`src/rtl/rv_pkg.sv`:
```
`default_nettype none

package rv_pkg;

    // datapath widths
    localparam int unsigned XLEN       = 32;
    localparam int unsigned REG_AWIDTH = 5;
    localparam int unsigned IMM_WIDTH  = 32;

    // major opcodes handled by the execute slice
    localparam logic [6:0] OPC_OP     = 7'b0110011;
    localparam logic [6:0] OPC_OP_IMM = 7'b0010011;
    localparam logic [6:0] OPC_LUI    = 7'b0110111;

    // funct3 for the integer alu group
    localparam logic [2:0] F3_ADD  = 3'b000;
    localparam logic [2:0] F3_SLL  = 3'b001;
    localparam logic [2:0] F3_SLT  = 3'b010;
    localparam logic [2:0] F3_SLTU = 3'b011;
    localparam logic [2:0] F3_XOR  = 3'b100;
    // srl and sra share funct3, split by instruction bit 30
    localparam logic [2:0] F3_SR   = 3'b101;
    localparam logic [2:0] F3_OR   = 3'b110;
    localparam logic [2:0] F3_AND  = 3'b111;

    // alu operation carried from decode into execute
    typedef enum logic [3:0] {
        ALU_ADD  = 4'd0,
        ALU_SUB  = 4'd1,
        ALU_SLL  = 4'd2,
        ALU_SLT  = 4'd3,
        ALU_SLTU = 4'd4,
        ALU_XOR  = 4'd5,
        ALU_SRL  = 4'd6,
        ALU_SRA  = 4'd7,
        ALU_OR   = 4'd8,
        ALU_AND  = 4'd9,
        // result is the immediate itself
        ALU_LUI  = 4'd10
    } alu_op_e;

endpackage

`default_nettype wire

```
`src/rtl/alu_exec.sv`:
```
`timescale 1ns/1ps
`default_nettype none

module alu_exec (
    input  wire                           clk,
    input  wire                           rst_i,
    input  wire                           advance_i,
    input  wire                           valid_i,
    input  wire [rv_pkg::REG_AWIDTH-1:0]  rs1_addr_i,
    input  wire [rv_pkg::REG_AWIDTH-1:0]  rs2_addr_i,
    input  wire [rv_pkg::XLEN-1:0]        rs1_data_i,
    input  wire [rv_pkg::XLEN-1:0]        rs2_data_i,
    input  wire [rv_pkg::REG_AWIDTH-1:0]  rd_addr_i,
    input  wire [rv_pkg::IMM_WIDTH-1:0]   imm_i,
    input  wire rv_pkg::alu_op_e          alu_op_i,
    input  wire                           use_imm_i,
    input  wire                           we_i,
    output logic                          wb_valid_o,
    output logic [rv_pkg::REG_AWIDTH-1:0] wb_rd_o,
    output logic [rv_pkg::XLEN-1:0]       wb_data_o,
    output logic                          wb_we_o
);

    logic                    fwd_ok;
    logic                    fwd_rs1;
    logic                    fwd_rs2;
    logic [rv_pkg::XLEN-1:0] op_a;
    logic [rv_pkg::XLEN-1:0] op_b_reg;
    logic [rv_pkg::XLEN-1:0] op_b;
    logic [4:0]              shamt;
    logic                    lt_s;
    logic                    lt_u;
    logic [rv_pkg::XLEN-1:0] result;

    // previous instruction still sits in the write-back register
    assign fwd_ok  = wb_valid_o && wb_we_o && (wb_rd_o != '0);
    assign fwd_rs1 = fwd_ok && (wb_rd_o == rs1_addr_i);
    assign fwd_rs2 = fwd_ok && (wb_rd_o == rs2_addr_i);

    assign op_a     = fwd_rs1 ? wb_data_o : rs1_data_i;
    assign op_b_reg = fwd_rs2 ? wb_data_o : rs2_data_i;
    assign op_b     = use_imm_i ? imm_i : op_b_reg;

    assign shamt = op_b[4:0];
    assign lt_s  = $signed(op_a) < $signed(op_b);
    assign lt_u  = op_a < op_b;

    always_comb begin
        case (alu_op_i)
            rv_pkg::ALU_ADD:  result = op_a + op_b;
            rv_pkg::ALU_SUB:  result = op_a - op_b;
            rv_pkg::ALU_SLL:  result = op_a << shamt;
            rv_pkg::ALU_SLT:  result = {{(rv_pkg::XLEN-1){1'b0}}, lt_s};
            rv_pkg::ALU_SLTU: result = {{(rv_pkg::XLEN-1){1'b0}}, lt_u};
            rv_pkg::ALU_XOR:  result = op_a ^ op_b;
            rv_pkg::ALU_SRL:  result = op_a >> shamt;
            rv_pkg::ALU_SRA:  result = $unsigned($signed(op_a) >>> shamt);
            rv_pkg::ALU_OR:   result = op_a | op_b;
            rv_pkg::ALU_AND:  result = op_a & op_b;
            rv_pkg::ALU_LUI:  result = imm_i;
            default:          result = op_a + op_b;
        endcase
    end

    // ex/wb control
    always_ff @(posedge clk) begin
        if (rst_i) begin
            wb_valid_o <= 1'b0;
            wb_we_o    <= 1'b0;
        end else if (advance_i) begin
            wb_valid_o <= valid_i;
            // a bubble never writes
            wb_we_o    <= valid_i && we_i;
        end
    end

    // ex/wb payload
    always_ff @(posedge clk) begin
        if (advance_i) begin
            wb_rd_o   <= rd_addr_i;
            wb_data_o <= result;
        end
    end

endmodule

`default_nettype wire

```
`src/rtl/id_ex.sv`:
```
`timescale 1ns/1ps
`default_nettype none

module id_ex (
    input  wire                           clk,
    input  wire                           rst_i,
    input  wire                           advance_i,
    input  wire                           valid_i,
    input  wire [rv_pkg::REG_AWIDTH-1:0]  rs1_addr_i,
    input  wire [rv_pkg::REG_AWIDTH-1:0]  rs2_addr_i,
    input  wire [rv_pkg::XLEN-1:0]        rs1_data_i,
    input  wire [rv_pkg::XLEN-1:0]        rs2_data_i,
    input  wire [rv_pkg::REG_AWIDTH-1:0]  rd_addr_i,
    input  wire [rv_pkg::IMM_WIDTH-1:0]   imm_i,
    input  wire rv_pkg::alu_op_e          alu_op_i,
    input  wire                           use_imm_i,
    input  wire                           we_i,
    input  wire                           wb_we_i,
    input  wire [rv_pkg::REG_AWIDTH-1:0]  wb_rd_i,
    input  wire [rv_pkg::XLEN-1:0]        wb_data_i,
    output logic                          valid_o,
    output logic [rv_pkg::REG_AWIDTH-1:0] rs1_addr_o,
    output logic [rv_pkg::REG_AWIDTH-1:0] rs2_addr_o,
    output logic [rv_pkg::XLEN-1:0]       rs1_data_o,
    output logic [rv_pkg::XLEN-1:0]       rs2_data_o,
    output logic [rv_pkg::REG_AWIDTH-1:0] rd_addr_o,
    output logic [rv_pkg::IMM_WIDTH-1:0]  imm_o,
    output rv_pkg::alu_op_e               alu_op_o,
    output logic                          use_imm_o,
    output logic                          we_o
);

    logic byp_rs1;
    logic byp_rs2;

    // value committing this cycle is not yet visible in the register file
    assign byp_rs1 = wb_we_i && (wb_rd_i == rs1_addr_i) && (rs1_addr_i != '0);
    assign byp_rs2 = wb_we_i && (wb_rd_i == rs2_addr_i) && (rs2_addr_i != '0);

    always_ff @(posedge clk) begin
        if (rst_i) begin
            valid_o <= 1'b0;
            we_o    <= 1'b0;
        end else if (advance_i) begin
            valid_o <= valid_i;
            we_o    <= we_i;
        end
    end

    always_ff @(posedge clk) begin
        if (advance_i) begin
            rs1_addr_o <= rs1_addr_i;
            rs2_addr_o <= rs2_addr_i;
            rs1_data_o <= byp_rs1 ? wb_data_i : rs1_data_i;
            rs2_data_o <= byp_rs2 ? wb_data_i : rs2_data_i;
            rd_addr_o  <= rd_addr_i;
            imm_o      <= imm_i;
            alu_op_o   <= alu_op_i;
            use_imm_o  <= use_imm_i;
        end
    end

endmodule

`default_nettype wire

```
`src/rtl/inst_decode.sv`:
```
`timescale 1ns/1ps
`default_nettype none

module inst_decode (
    input  wire [rv_pkg::XLEN-1:0]        inst_i,
    output logic [rv_pkg::REG_AWIDTH-1:0] rs1_addr_o,
    output logic [rv_pkg::REG_AWIDTH-1:0] rs2_addr_o,
    output logic [rv_pkg::REG_AWIDTH-1:0] rd_addr_o,
    output logic [rv_pkg::IMM_WIDTH-1:0]  imm_o,
    output rv_pkg::alu_op_e               alu_op_o,
    output logic                          use_imm_o,
    output logic                          we_o
);

    logic [6:0]                     opcode;
    logic [2:0]                     funct3;
    logic                           inst_b30;
    logic [rv_pkg::IMM_WIDTH-1:0]   i_imm;
    logic [rv_pkg::IMM_WIDTH-1:0]   u_imm;
    logic [rv_pkg::IMM_WIDTH-1:0]   shamt_imm;

    assign opcode   = inst_i[6:0];
    assign funct3   = inst_i[14:12];
    assign inst_b30 = inst_i[30];

    assign rd_addr_o  = inst_i[11:7];
    assign rs1_addr_o = inst_i[19:15];
    assign rs2_addr_o = inst_i[24:20];

    assign i_imm     = {{(rv_pkg::IMM_WIDTH-12){inst_i[31]}}, inst_i[31:20]};
    assign u_imm     = {inst_i[31:12], 12'b0};
    // immediate shifts keep only the shift amount
    assign shamt_imm = {{(rv_pkg::IMM_WIDTH-5){1'b0}}, inst_i[24:20]};

    always_comb begin
        imm_o     = i_imm;
        alu_op_o  = rv_pkg::ALU_ADD;
        use_imm_o = 1'b0;
        we_o      = 1'b0;

        case (opcode)
            rv_pkg::OPC_OP: begin
                we_o = 1'b1;
                case (funct3)
                    rv_pkg::F3_ADD:  alu_op_o = inst_b30 ? rv_pkg::ALU_SUB : rv_pkg::ALU_ADD;
                    rv_pkg::F3_SLL:  alu_op_o = rv_pkg::ALU_SLL;
                    rv_pkg::F3_SLT:  alu_op_o = rv_pkg::ALU_SLT;
                    rv_pkg::F3_SLTU: alu_op_o = rv_pkg::ALU_SLTU;
                    rv_pkg::F3_XOR:  alu_op_o = rv_pkg::ALU_XOR;
                    rv_pkg::F3_SR:   alu_op_o = inst_b30 ? rv_pkg::ALU_SRA : rv_pkg::ALU_SRL;
                    rv_pkg::F3_OR:   alu_op_o = rv_pkg::ALU_OR;
                    default:         alu_op_o = rv_pkg::ALU_AND;
                endcase
            end

            rv_pkg::OPC_OP_IMM: begin
                we_o      = 1'b1;
                use_imm_o = 1'b1;
                case (funct3)
                    // no subtract form with an immediate
                    rv_pkg::F3_ADD:  alu_op_o = rv_pkg::ALU_ADD;
                    rv_pkg::F3_SLL: begin
                        alu_op_o = rv_pkg::ALU_SLL;
                        imm_o    = shamt_imm;
                    end
                    rv_pkg::F3_SLT:  alu_op_o = rv_pkg::ALU_SLT;
                    rv_pkg::F3_SLTU: alu_op_o = rv_pkg::ALU_SLTU;
                    rv_pkg::F3_XOR:  alu_op_o = rv_pkg::ALU_XOR;
                    rv_pkg::F3_SR: begin
                        alu_op_o = inst_b30 ? rv_pkg::ALU_SRA : rv_pkg::ALU_SRL;
                        imm_o    = shamt_imm;
                    end
                    rv_pkg::F3_OR:   alu_op_o = rv_pkg::ALU_OR;
                    default:         alu_op_o = rv_pkg::ALU_AND;
                endcase
            end

            rv_pkg::OPC_LUI: begin
                we_o     = 1'b1;
                imm_o    = u_imm;
                alu_op_o = rv_pkg::ALU_LUI;
            end

            // anything else retires without a write
            default: begin
                we_o     = 1'b0;
                alu_op_o = rv_pkg::ALU_ADD;
            end
        endcase
    end

endmodule

`default_nettype wire

```
`src/rtl/int_core.sv`:
```
`timescale 1ns/1ps
`default_nettype none

module int_core (
    input  wire                           clk,
    input  wire                           rst_i,
    input  wire                           inst_valid_i,
    input  wire [rv_pkg::XLEN-1:0]        inst_i,
    output logic                          inst_ready_o,
    output logic                          commit_valid_o,
    output logic [rv_pkg::REG_AWIDTH-1:0] commit_rd_o,
    output logic [rv_pkg::XLEN-1:0]       commit_data_o,
    output logic                          commit_we_o,
    input  wire                           commit_ready_i
);

    // decode outputs
    logic [rv_pkg::REG_AWIDTH-1:0] dec_rs1_addr;
    logic [rv_pkg::REG_AWIDTH-1:0] dec_rs2_addr;
    logic [rv_pkg::REG_AWIDTH-1:0] dec_rd_addr;
    logic [rv_pkg::IMM_WIDTH-1:0]  dec_imm;
    rv_pkg::alu_op_e               dec_alu_op;
    logic                          dec_use_imm;
    logic                          dec_we;
    logic [rv_pkg::XLEN-1:0]       rf_rs1_data;
    logic [rv_pkg::XLEN-1:0]       rf_rs2_data;

    // id_ex outputs
    logic                          ex_valid;
    logic [rv_pkg::REG_AWIDTH-1:0] ex_rs1_addr;
    logic [rv_pkg::REG_AWIDTH-1:0] ex_rs2_addr;
    logic [rv_pkg::XLEN-1:0]       ex_rs1_data;
    logic [rv_pkg::XLEN-1:0]       ex_rs2_data;
    logic [rv_pkg::REG_AWIDTH-1:0] ex_rd_addr;
    logic [rv_pkg::IMM_WIDTH-1:0]  ex_imm;
    rv_pkg::alu_op_e               ex_alu_op;
    logic                          ex_use_imm;
    logic                          ex_we;

    // write-back register
    logic                          wb_valid;
    logic [rv_pkg::REG_AWIDTH-1:0] wb_rd;
    logic [rv_pkg::XLEN-1:0]       wb_data;
    logic                          wb_we;

    logic run_q;
    logic advance;
    logic rf_we;

    // keeps the input closed while reset is applied
    always_ff @(posedge clk) begin
        if (rst_i) begin
            run_q <= 1'b0;
        end else begin
            run_q <= 1'b1;
        end
    end

    // commit back-pressure freezes the whole pipe
    assign advance      = run_q && (!wb_valid || commit_ready_i);
    assign inst_ready_o = advance;

    // register file write happens on the commit handshake
    assign rf_we = wb_valid && commit_ready_i && wb_we;

    assign commit_valid_o = wb_valid;
    assign commit_rd_o    = wb_rd;
    assign commit_data_o  = wb_data;
    assign commit_we_o    = wb_we;

    inst_decode i_inst_decode (
        .inst_i     (inst_i),
        .rs1_addr_o (dec_rs1_addr),
        .rs2_addr_o (dec_rs2_addr),
        .rd_addr_o  (dec_rd_addr),
        .imm_o      (dec_imm),
        .alu_op_o   (dec_alu_op),
        .use_imm_o  (dec_use_imm),
        .we_o       (dec_we)
    );

    reg_file i_reg_file (
        .clk        (clk),
        .rst_i      (rst_i),
        .rs1_addr_i (dec_rs1_addr),
        .rs2_addr_i (dec_rs2_addr),
        .rs1_data_o (rf_rs1_data),
        .rs2_data_o (rf_rs2_data),
        .we_i       (rf_we),
        .rd_addr_i  (wb_rd),
        .rd_data_i  (wb_data)
    );

    id_ex i_id_ex (
        .clk        (clk),
        .rst_i      (rst_i),
        .advance_i  (advance),
        .valid_i    (inst_valid_i),
        .rs1_addr_i (dec_rs1_addr),
        .rs2_addr_i (dec_rs2_addr),
        .rs1_data_i (rf_rs1_data),
        .rs2_data_i (rf_rs2_data),
        .rd_addr_i  (dec_rd_addr),
        .imm_i      (dec_imm),
        .alu_op_i   (dec_alu_op),
        .use_imm_i  (dec_use_imm),
        .we_i       (dec_we),
        .wb_we_i    (rf_we),
        .wb_rd_i    (wb_rd),
        .wb_data_i  (wb_data),
        .valid_o    (ex_valid),
        .rs1_addr_o (ex_rs1_addr),
        .rs2_addr_o (ex_rs2_addr),
        .rs1_data_o (ex_rs1_data),
        .rs2_data_o (ex_rs2_data),
        .rd_addr_o  (ex_rd_addr),
        .imm_o      (ex_imm),
        .alu_op_o   (ex_alu_op),
        .use_imm_o  (ex_use_imm),
        .we_o       (ex_we)
    );

    alu_exec i_alu_exec (
        .clk        (clk),
        .rst_i      (rst_i),
        .advance_i  (advance),
        .valid_i    (ex_valid),
        .rs1_addr_i (ex_rs1_addr),
        .rs2_addr_i (ex_rs2_addr),
        .rs1_data_i (ex_rs1_data),
        .rs2_data_i (ex_rs2_data),
        .rd_addr_i  (ex_rd_addr),
        .imm_i      (ex_imm),
        .alu_op_i   (ex_alu_op),
        .use_imm_i  (ex_use_imm),
        .we_i       (ex_we),
        .wb_valid_o (wb_valid),
        .wb_rd_o    (wb_rd),
        .wb_data_o  (wb_data),
        .wb_we_o    (wb_we)
    );

endmodule

`default_nettype wire

```
`src/rtl/reg_file.sv`:
```
`timescale 1ns/1ps
`default_nettype none

module reg_file (
    input  wire                           clk,
    input  wire                           rst_i,
    input  wire [rv_pkg::REG_AWIDTH-1:0]  rs1_addr_i,
    input  wire [rv_pkg::REG_AWIDTH-1:0]  rs2_addr_i,
    output logic [rv_pkg::XLEN-1:0]       rs1_data_o,
    output logic [rv_pkg::XLEN-1:0]       rs2_data_o,
    input  wire                           we_i,
    input  wire [rv_pkg::REG_AWIDTH-1:0]  rd_addr_i,
    input  wire [rv_pkg::XLEN-1:0]        rd_data_i
);

    localparam int unsigned NUM_REGS = 2 ** rv_pkg::REG_AWIDTH;

    // x0 has no storage
    logic [rv_pkg::XLEN-1:0] regs [1:NUM_REGS-1];

    always_ff @(posedge clk) begin
        if (rst_i) begin
            for (int i = 1; i < NUM_REGS; i++) begin
                regs[i] <= '0;
            end
        end else if (we_i && (rd_addr_i != '0)) begin
            regs[rd_addr_i] <= rd_data_i;
        end
    end

    // plain reads, same-cycle writes are patched in id_ex
    always_comb begin
        rs1_data_o = '0;
        rs2_data_o = '0;
        if (rs1_addr_i != '0) begin
            rs1_data_o = regs[rs1_addr_i];
        end
        if (rs2_addr_i != '0) begin
            rs2_data_o = regs[rs2_addr_i];
        end
    end

endmodule

`default_nettype wire

```
`config.mk`:
```
export PLATFORM = sky130hd
export DESIGN_NAME = int_core
export DESIGN_NICKNAME = d
export VERILOG_FILES = /design/src/rtl/rv_pkg.sv /design/src/rtl/alu_exec.sv /design/src/rtl/id_ex.sv /design/src/rtl/inst_decode.sv /design/src/rtl/int_core.sv /design/src/rtl/reg_file.sv
export SDC_FILE = /design/constraint.sdc
export NUM_CORES = 2
export LEC_CHECK = 0
export BUFFER_PORTS_ARGS = -buffer_cell sky130_fd_sc_hd__buf_2
export CAP_MARGIN = 30
export CORE_MARGIN = 4
export CORE_UTILIZATION = 25
export DETAILED_ROUTE_END_ITERATION = 10
export HOLD_SLACK_MARGIN = 0.08
export PLACE_DENSITY = 0.34
export SYNTH_ARGS = -nofsm -noshare
export SYNTH_HDL_FRONTEND = slang
export SYNTH_SLANG_ARGS = --single-unit
```
`constraint.sdc`:
```
create_clock -name clk -period 9.25 [get_ports clk]
set_input_delay 0.925 -clock clk [delete_from_list [all_inputs] [get_ports clk]]
set_output_delay 0.925 -clock clk [all_outputs]
set_load 0.05 [all_outputs]
```
**Word-level counts from Yosys, hierarchy flattened**

Memory sizes are Yosys's and may differ from the RTL's.
Index checks and enable logic that the tools add are counted.

- Flip-flop bits (word level): 158
- Memory bits (writable): 992
- Input bits: 36
- Output and inout port bits: 40
- Logic and storage cells: 97
- Memories kept: 1

Memories:

| memory | words | width | rd ports | clocked after Yosys merged registers in | write ports | line | text |
|---|---|---|---|---|---|---|---|
| i_reg_file.regs | 31 | 32 | 2 | 0 | 31 | reg_file.sv:19 | `logic [rv_pkg::XLEN-1:0] regs [1:NUM_REGS-1];` |

- Add/subtract/negate cells: 2
- Magnitude comparators: 2
- Eq/ne operators: 23
- Shift-type cells: 3
- Muxes and demuxes: 26
- Bitwise logic cells: 3
- Reduce and logical (&&, ||, !) cells: 22

Operator list:

| cell | number |
|---|---|
| $pmux 32 s10 | 1 |
| $mux 32 | 9 |
| $lt 32x32->1 | 2 |
| $pmux 32 s2 | 1 |
| $pmux 4 s7 | 2 |
| $add 32x32->32 | 1 |
| $and 32x32->32 | 1 |
| $or 32x32->32 | 1 |
| $reduce_or 32->1 | 1 |
| $shl 32x5->32 | 1 |
| $shr 32x5->32 | 1 |
| $sshr 32x5->32 | 1 |
| $sub 32x32->32 | 1 |
| $xor 32x32->32 | 1 |
| $eq 5x5->1 | 4 |
| $eq 4x3->1 const B | 4 |
| $reduce_bool 5->1 | 3 |
| $eq 7x6->1 const B | 2 |
| $logic_and 1x1->1 | 13 |
| $eq 4x4->1 const B | 3 |
| $pmux 4 s3 | 1 |
| $mux 1 | 11 |
| $eq 3x3->1 const B | 3 |
| $eq 4x2->1 const B | 2 |
| 10 further kinds | 11 |

**Longest topological paths before layout**

- Word-level depth: 8
- Mapped depth: 22
- Gate-level depth less buffers: 18

**Cells and area by module**

From an unflattened synthesis, not the netlist that was laid out.

- Cells, all modules: 5337
- Area total of the unflattened synthesis: 70656.5 um^2

By module, submodules not included:

| module | times used | cells each | area each (um^2) | seq. area each (um^2) |
|---|---|---|---|---|
| reg_file | 1 | 3500 | 54225.8 | 30749.5 |
| alu_exec | 1 | 1516 | 11146.9 | 1151.1 |
| id_ex | 1 | 212 | 4619.4 | 3523.4 |
| inst_decode | 1 | 104 | 621.8 | 0.0 |
| int_core | 1 | 5 | 42.5 | 20.0 |

**Least setup slack after synthesis**

Ideal clock, no wire load.

- Path kind: reg2reg
- Start point: register i_alu_exec.wb_rd_o[3] (netlist name)
- End point: register i_alu_exec.wb_data_o[27] (netlist name) (data pin)
- Setup time: 0.272 ns
- Arrival time: 5.310 ns
- Data required time: 8.978 ns
- Slack: 3.669 ns
- Stages on the path, launching flop included: 20
- Buffers on the path: 3
- Period minus slack after synthesis: 5.581 ns
- Cells stage by stage: edfxtp_1 > or3_4 > o311a_1 > nand2_1 > buf_2 > buf_1 > mux2i_1 > o21ai_0 > ha_1 > clkbuf_1 > a211oi_1 > o211ai_1 > a21o_1 > a21oi_1 > o211ai_1 > a21oi_1 > a21oi_1 > a2111oi_0 > a31oi_1 > or4b_1

- Word-level cells in the longest chain between the ends: 7
- Elaborated cells on any way between the ends: 18
- Those cells by class: add/sub: 2; eq/ne: 2; shift: 3; mux: 4; bitwise: 3; reduce/logical: 4

RTL lines:

| what | line | text |
|---|---|---|
| from (decl) | alu_exec.sv:19 | `output logic [rv_pkg::REG_AWIDTH-1:0] wb_rd_o,` |
| from (signal assigned) | alu_exec.sv:80 | `wb_rd_o <= rd_addr_i;` |
| $reduce_bool 5->1 | alu_exec.sv:36 | `assign fwd_ok = wb_valid_o && wb_we_o && (wb_rd_o != '0);` |
| $logic_and 1x1->1 | alu_exec.sv:36 |  |
| $logic_and 1x1->1 | alu_exec.sv:38 | `assign fwd_rs2 = fwd_ok && (wb_rd_o == rs2_addr_i);` |
| $mux 32 | alu_exec.sv:41 | `assign op_b_reg = fwd_rs2 ? wb_data_o : rs2_data_i;` |
| $mux 32 | alu_exec.sv:42 | `assign op_b = use_imm_i ? imm_i : op_b_reg;` |
| $add 32x32->32, or another cell as far along | alu_exec.sv:50, alu_exec.sv:61 |  |
| $pmux 32 s10 * | alu_exec.sv:49 | `case (alu_op_i)` |
| net i_alu_exec.result (one bit) | alu_exec.sv:33 | `logic [rv_pkg::XLEN-1:0] result;` |
| to (signal assigned) | alu_exec.sv:81 | `wb_data_o <= result;` |
| to (decl) | alu_exec.sv:20 | `output logic [rv_pkg::XLEN-1:0] wb_data_o,` |

Mark *: on every way through the listed nets, which the timed path passes. The rest lies on a longest branch.
A chain may end at the register's enable or synchronous reset.

**Worst setup path after layout**

- Start point: register i_alu_exec.wb_rd_o[2] (netlist name)
- End point: register i_alu_exec.wb_data_o[18] (netlist name) (data pin)

The elaborated chain is that of the path after synthesis.

==> summary.md <==
| Metric | Value |
|---|---|
| Run status | `finished, final reports clean` |
| CTS tree | `done` |
| CP Max Fanout | `42` |
| Number of global-route vias before repair | `47,900` |
| Number of buffers created by CTS | `roughly 160` |
| Combinational share of power | `a little under a fifth` |
| Fraction of post-synthesis cell area in the top cell type by area | `a little over 50%` |
| Internal cell power | `roughly 10 mW` |
| R2R setup slack | `approximately 2500 ps` |
| Clock tree root buffer cell | `sky130_fd_sc_hd__clkbuf_16` |
| Post-synth top area cell | `sky130_fd_sc_hd__edfxtp_1` |
| Resize count post-CTS | `0` |
| Critical Path Source Type | `flip-flop` |
| End of the worst register-to-register path | `i_alu_exec.wb_data_o[18]` |
| Sequential-to-total area share from yosys stat | `50.40%` |
| Largest stage delay on the critical path | `slightly above 600 ps` |
| Maximum number of pins on one net before global-route repair | `between 80 and 90` |
| Startpoint of the worst-slack reg-to-reg timing path | `i_alu_exec.wb_rd_o[2]` |
| Clock latency on the worst-skew pair | `slightly above 800 ps` |
| Number of instances in the synthesized netlist | `5,324` |
| Number of warnings reported in the yosys synthesis log | `0` |
| Core region area | `279,600 sq um` |
| Detailed-routing iteration count for the pre-antenna-repair pass | `6` |
| Pwr per Cell Area | `around 190 nW/um^2` |
| Beginning of the worst hold path | `inst_i[8]` |
| Measured slew at the worst slew-check pin | `~1100 ps` |
| Leakage power | `about 28 nW` |
| Mean instance size in the synthesized netlist | `approximately 13 sq um` |
| Worst setup path class | `reg2reg` |
| Top-level I/O count | `76` |
| Vias/cell | `5.192` |
| Die W | `~540 um` |
| CP most frequent cell | `sky130_fd_sc_hd__a21oi_1` |
| Level count of the clock H-tree | `4` |
| Wire length per cell | `between 30 and 40 um` |
| Maximum root-to-sink buffer count | `4` |
| Worst supply voltage drop on vdd | `roughly 120 uV` |
| Vias post-DR | `47,220` |
| Number of distinct standard cells referenced by the synthesized netlist | `94` |
| Clock slew at the register clock pins of the worst setup and hold paths | `~60 ps` |
| Cells on Worst Hold Path | `1` |
| Net switching share of the total power | `around 31%` |
| Fraction of registers with async set or reset after synthesis | `0%` |
| Netlist area before placement | `70,330 sq um` |
| Number of buffer and inverter instances along the worst setup path | `3` |
| Height of the die | `538.4 um` |
| Detailed router's first-iteration violation count | `~5,500` |
| Starting density of the core | `between 20% and 30%` |
| Final worst path period share | `73.41%` |
| Endpoint of the worst hold path | `i_id_ex.rd_addr_o[1]` |
| Net total in the final layout | `between 5,000 and 6,000` |
| RSZ-0062 raised after global routing | `no` |
| F_max | `147.3 MHz` |
| Class of the tightest hold or removal check | `in2reg` |
| Area added between synthesis and finish | `14.32%` |
| Number of enable flip-flop cells after synthesis | `~1,200` |
| Maximum Capacitance Violations | `0` |
| Number of remaining DRC errors | `0` |
| Minimum period implied by the final worst setup slack | `roughly 6800 ps` |
| Number of clock sinks seen by CTS | `between 1,000 and 1,500` |
| Cell with the largest stage delay on the worst path | `sky130_fd_sc_hd__edfxtp_1` |
| Initial antenna violation count | `50` |
| Final WL | `approximately 310 mm` |
| Rel. slew slack | `~25%` |
| Post-placement setup slack | `approximately 2500 ps` |
| CP Data Arrival Time | `approximately 7300 ps` |
| Clock power frac | `between 30% and 40%` |
| Total global-route track usage | `21.16%` |
| Number of buffer cells added on primary ports | `between 70 and 80` |
| Crit end category | `flip-flop` |
| Setup total negative slack | `0 ps` |
| Standard-cell row count | `approximately 190` |
| Final weighted congestion of routability-driven global placement | `slightly above 0.9` |
| Final Skew | `~39 ps` |
| Most frequent cells in the layout | `sky130_fd_sc_hd__edfxtp_1 (1,177), sky130_fd_sc_hd__and2_1 (982), sky130_fd_sc_hd__mux4_2 (579)` |
| Cell class contributing the biggest share of worst-path delay | `compound AO/OA/AOI/OAI gates` |
| Number of slew-limit violations in the final report | `0` |
| Register bit total from synthesis | `1,182` |
| Number of cells on the worst reg-to-reg path | `19` |
| Crit path cell chain | `or3_4 -> o311a_1 -> nand2_2 -> buf_4 -> o311ai_4 -> inv_4 -> ha_1 -> inv_1 -> fa_1 -> nand2b_1 -> a221oi_1 -> o31ai_1 -> a21oi_1 -> nor2_1 -> o21ai_0 -> nor2_1 -> a21oi_1 -> a21oi_1 -> or4_1` |
| Setup violators final | `0` |
| Layout fillers | `28,230` |
| Wire length of the first global-routing pass | `~430 mm` |
| Setup WS post-layout | `2459 ps` |
| Postcts setup bufs | `0` |
| Most frequent standard cell in the layout excluding fill and tap cells | `sky130_fd_sc_hd__edfxtp_1` |
| Remaining antenna violation count | `0` |
| Hold buffer count at CTS | `0` |
| Fraction of final layout cells sized beyond drive strength 1 | `between 20% and 30%` |
| Final HPWL from detailed placement | `192.8 mm` |
| Final hold vios | `0` |
| Final design utilization | `28.75%` |
| Switching power summed over all nets | `around 4.6 mW` |
| Die Outline Area | `289,900 sq um` |
| Most used DFF post-synth | `sky130_fd_sc_hd__edfxtp_1` |
| Data required time of the worst path | `between 9000 and 10,000 ps` |
| Part of the total power dissipated in sequential elements | `a little over two fifths` |
| Overall power | `around 15 mW` |
| Dominant cells by area after synthesis | `sky130_fd_sc_hd__edfxtp_1 (50%), sky130_fd_sc_hd__mux4_2 (19%), sky130_fd_sc_hd__and2_1 (8.7%)` |
| Total congestion overflow after global routing | `0` |
[through the flow]
step / instance area, sq um / cells / hold slack, ps
finish: 80400 / 9094 / 283.1
global route: 80360 / 9079 / 241.1
CTS: 80360 / 9079 / 213.0
detailed placement: 75670 / 8815 / 405.6
global placement: 75520 / 8807 / 410.4
floorplan: 70450 / 5355 / 400.3
[cell families after synthesis]
logic type                 after synthesis  synth area share, %
AOI/OAI and AO/OA                      745                7.015
xor gates and xnor gates                28               0.3487
adders and majority gates               99                1.783
buffers and inverters                  622                3.544
DFF                                   1182                50.40
muxes                                  877                22.98
other                                    1             0.005332
and+or+nand+nor                       1770                13.93
[worst register-to-register path, stage by stage, from the launching register on]
cell and delay, ps:
sky130_fd_sc_hd__edfxtp_1 620, sky130_fd_sc_hd__or3_4 600, sky130_fd_sc_hd__o311a_1 380, sky130_fd_sc_hd__nand2_2 70
sky130_fd_sc_hd__buf_4 540, sky130_fd_sc_hd__o311ai_4 320, sky130_fd_sc_hd__inv_4 540, sky130_fd_sc_hd__ha_1 350
sky130_fd_sc_hd__inv_1 80, sky130_fd_sc_hd__fa_1 470, sky130_fd_sc_hd__nand2b_1 210, sky130_fd_sc_hd__a221oi_1 380
sky130_fd_sc_hd__o31ai_1 200, sky130_fd_sc_hd__a21oi_1 390, sky130_fd_sc_hd__nor2_1 210, sky130_fd_sc_hd__o21ai_0 370
sky130_fd_sc_hd__nor2_1 70, sky130_fd_sc_hd__a21oi_1 130, sky130_fd_sc_hd__a21oi_1 70, sky130_fd_sc_hd__or4_1 530
[synth_stat cells (all sizes together), types with 11 or more instances]
master / number
nand3b: 11
nor3: 74
nand4: 15
o22ai: 32
clkbuf: 394
a211oi: 32
nor2: 183
a21o: 15
and2: 982
mux4: 579
nand2: 282
buf: 127
xnor2: 18
nand3: 90
ha: 97
mux2: 42
mux2i: 256
o21ai: 213
inv: 99
a221oi: 34
a221o: 12
nor2b: 11
o221ai: 36
o211ai: 29
a21oi: 137
nand2b: 72
a22oi: 80
a31oi: 20
edfxtp: 1177
[cell type report]
class                      count  area, sq um  area share [%]
timing repair buffer         257         2001           2.488
inverter                     101        391.6          0.4871
clock inverter                62        515.5          0.6411
antenna                       15        37.54         0.04669
tap                         3724         4659           5.795
sequential                  1182        35440           44.08
multi-input combinational   3551        33170           41.26
clock buffer                 202         4182           5.201
[how the worst max path moves through the flow]
stage,cells after the start,end,from,slack (ps)
after floorplan,19,i_alu_exec.wb_data_o[27],i_alu_exec.wb_rd_o[3],3670
after global placement,19,i_alu_exec.wb_data_o[18],i_alu_exec.wb_rd_o[3],2500
after detailed placement,19,i_alu_exec.wb_data_o[18],i_alu_exec.wb_rd_o[2],2510
after CTS,19,i_alu_exec.wb_data_o[18],i_alu_exec.wb_rd_o[2],2430
after global routing,17,i_alu_exec.wb_data_o[27],i_alu_exec.wb_rd_o[3],2070
final,19,i_alu_exec.wb_data_o[18],i_alu_exec.wb_rd_o[2],2460
[power by group through the flow]
stage	Combinational, mW	Clock, mW	Sequential, mW
after detailed placement	2.89	0	6.44
final	2.89	5.86	6.32
after floorplan	1.58	0	6.46
after CTS	2.89	6.04	6.33
after global routing	3.04	6.25	6.35
after global placement	2.90	0	6.43
[sequential cells by signal, summed over array words and instances (netlist names)]
signal                 count
i_id_ex.rs2_addr_o         5
i_alu_exec.wb_data_o      32
i_id_ex.alu_op_o           4
i_id_ex.rs1_data_o        32
i_id_ex.rd_addr_o          5
i_alu_exec.wb_valid_o      1
i_alu_exec.wb_we_o         1
i_id_ex.imm_o             32
i_reg_file.regs         1024
run_q                      1
i_id_ex.valid_o            1
i_id_ex.rs2_data_o        32
i_alu_exec.wb_rd_o         5
i_id_ex.we_o               1
i_id_ex.use_imm_o          1
i_id_ex.rs1_addr_o         5
[metal layers]
layer	wire length, um	vias to the layer above	global-route usage [%]
met5	27	-	0
met4	7096	4	4.465
met3	17820	363	3.036
met2	148800	1697	34.69
met1	140900	24940	29.74
li1	-	20210	-
Power figures use the tool's default switching activity.
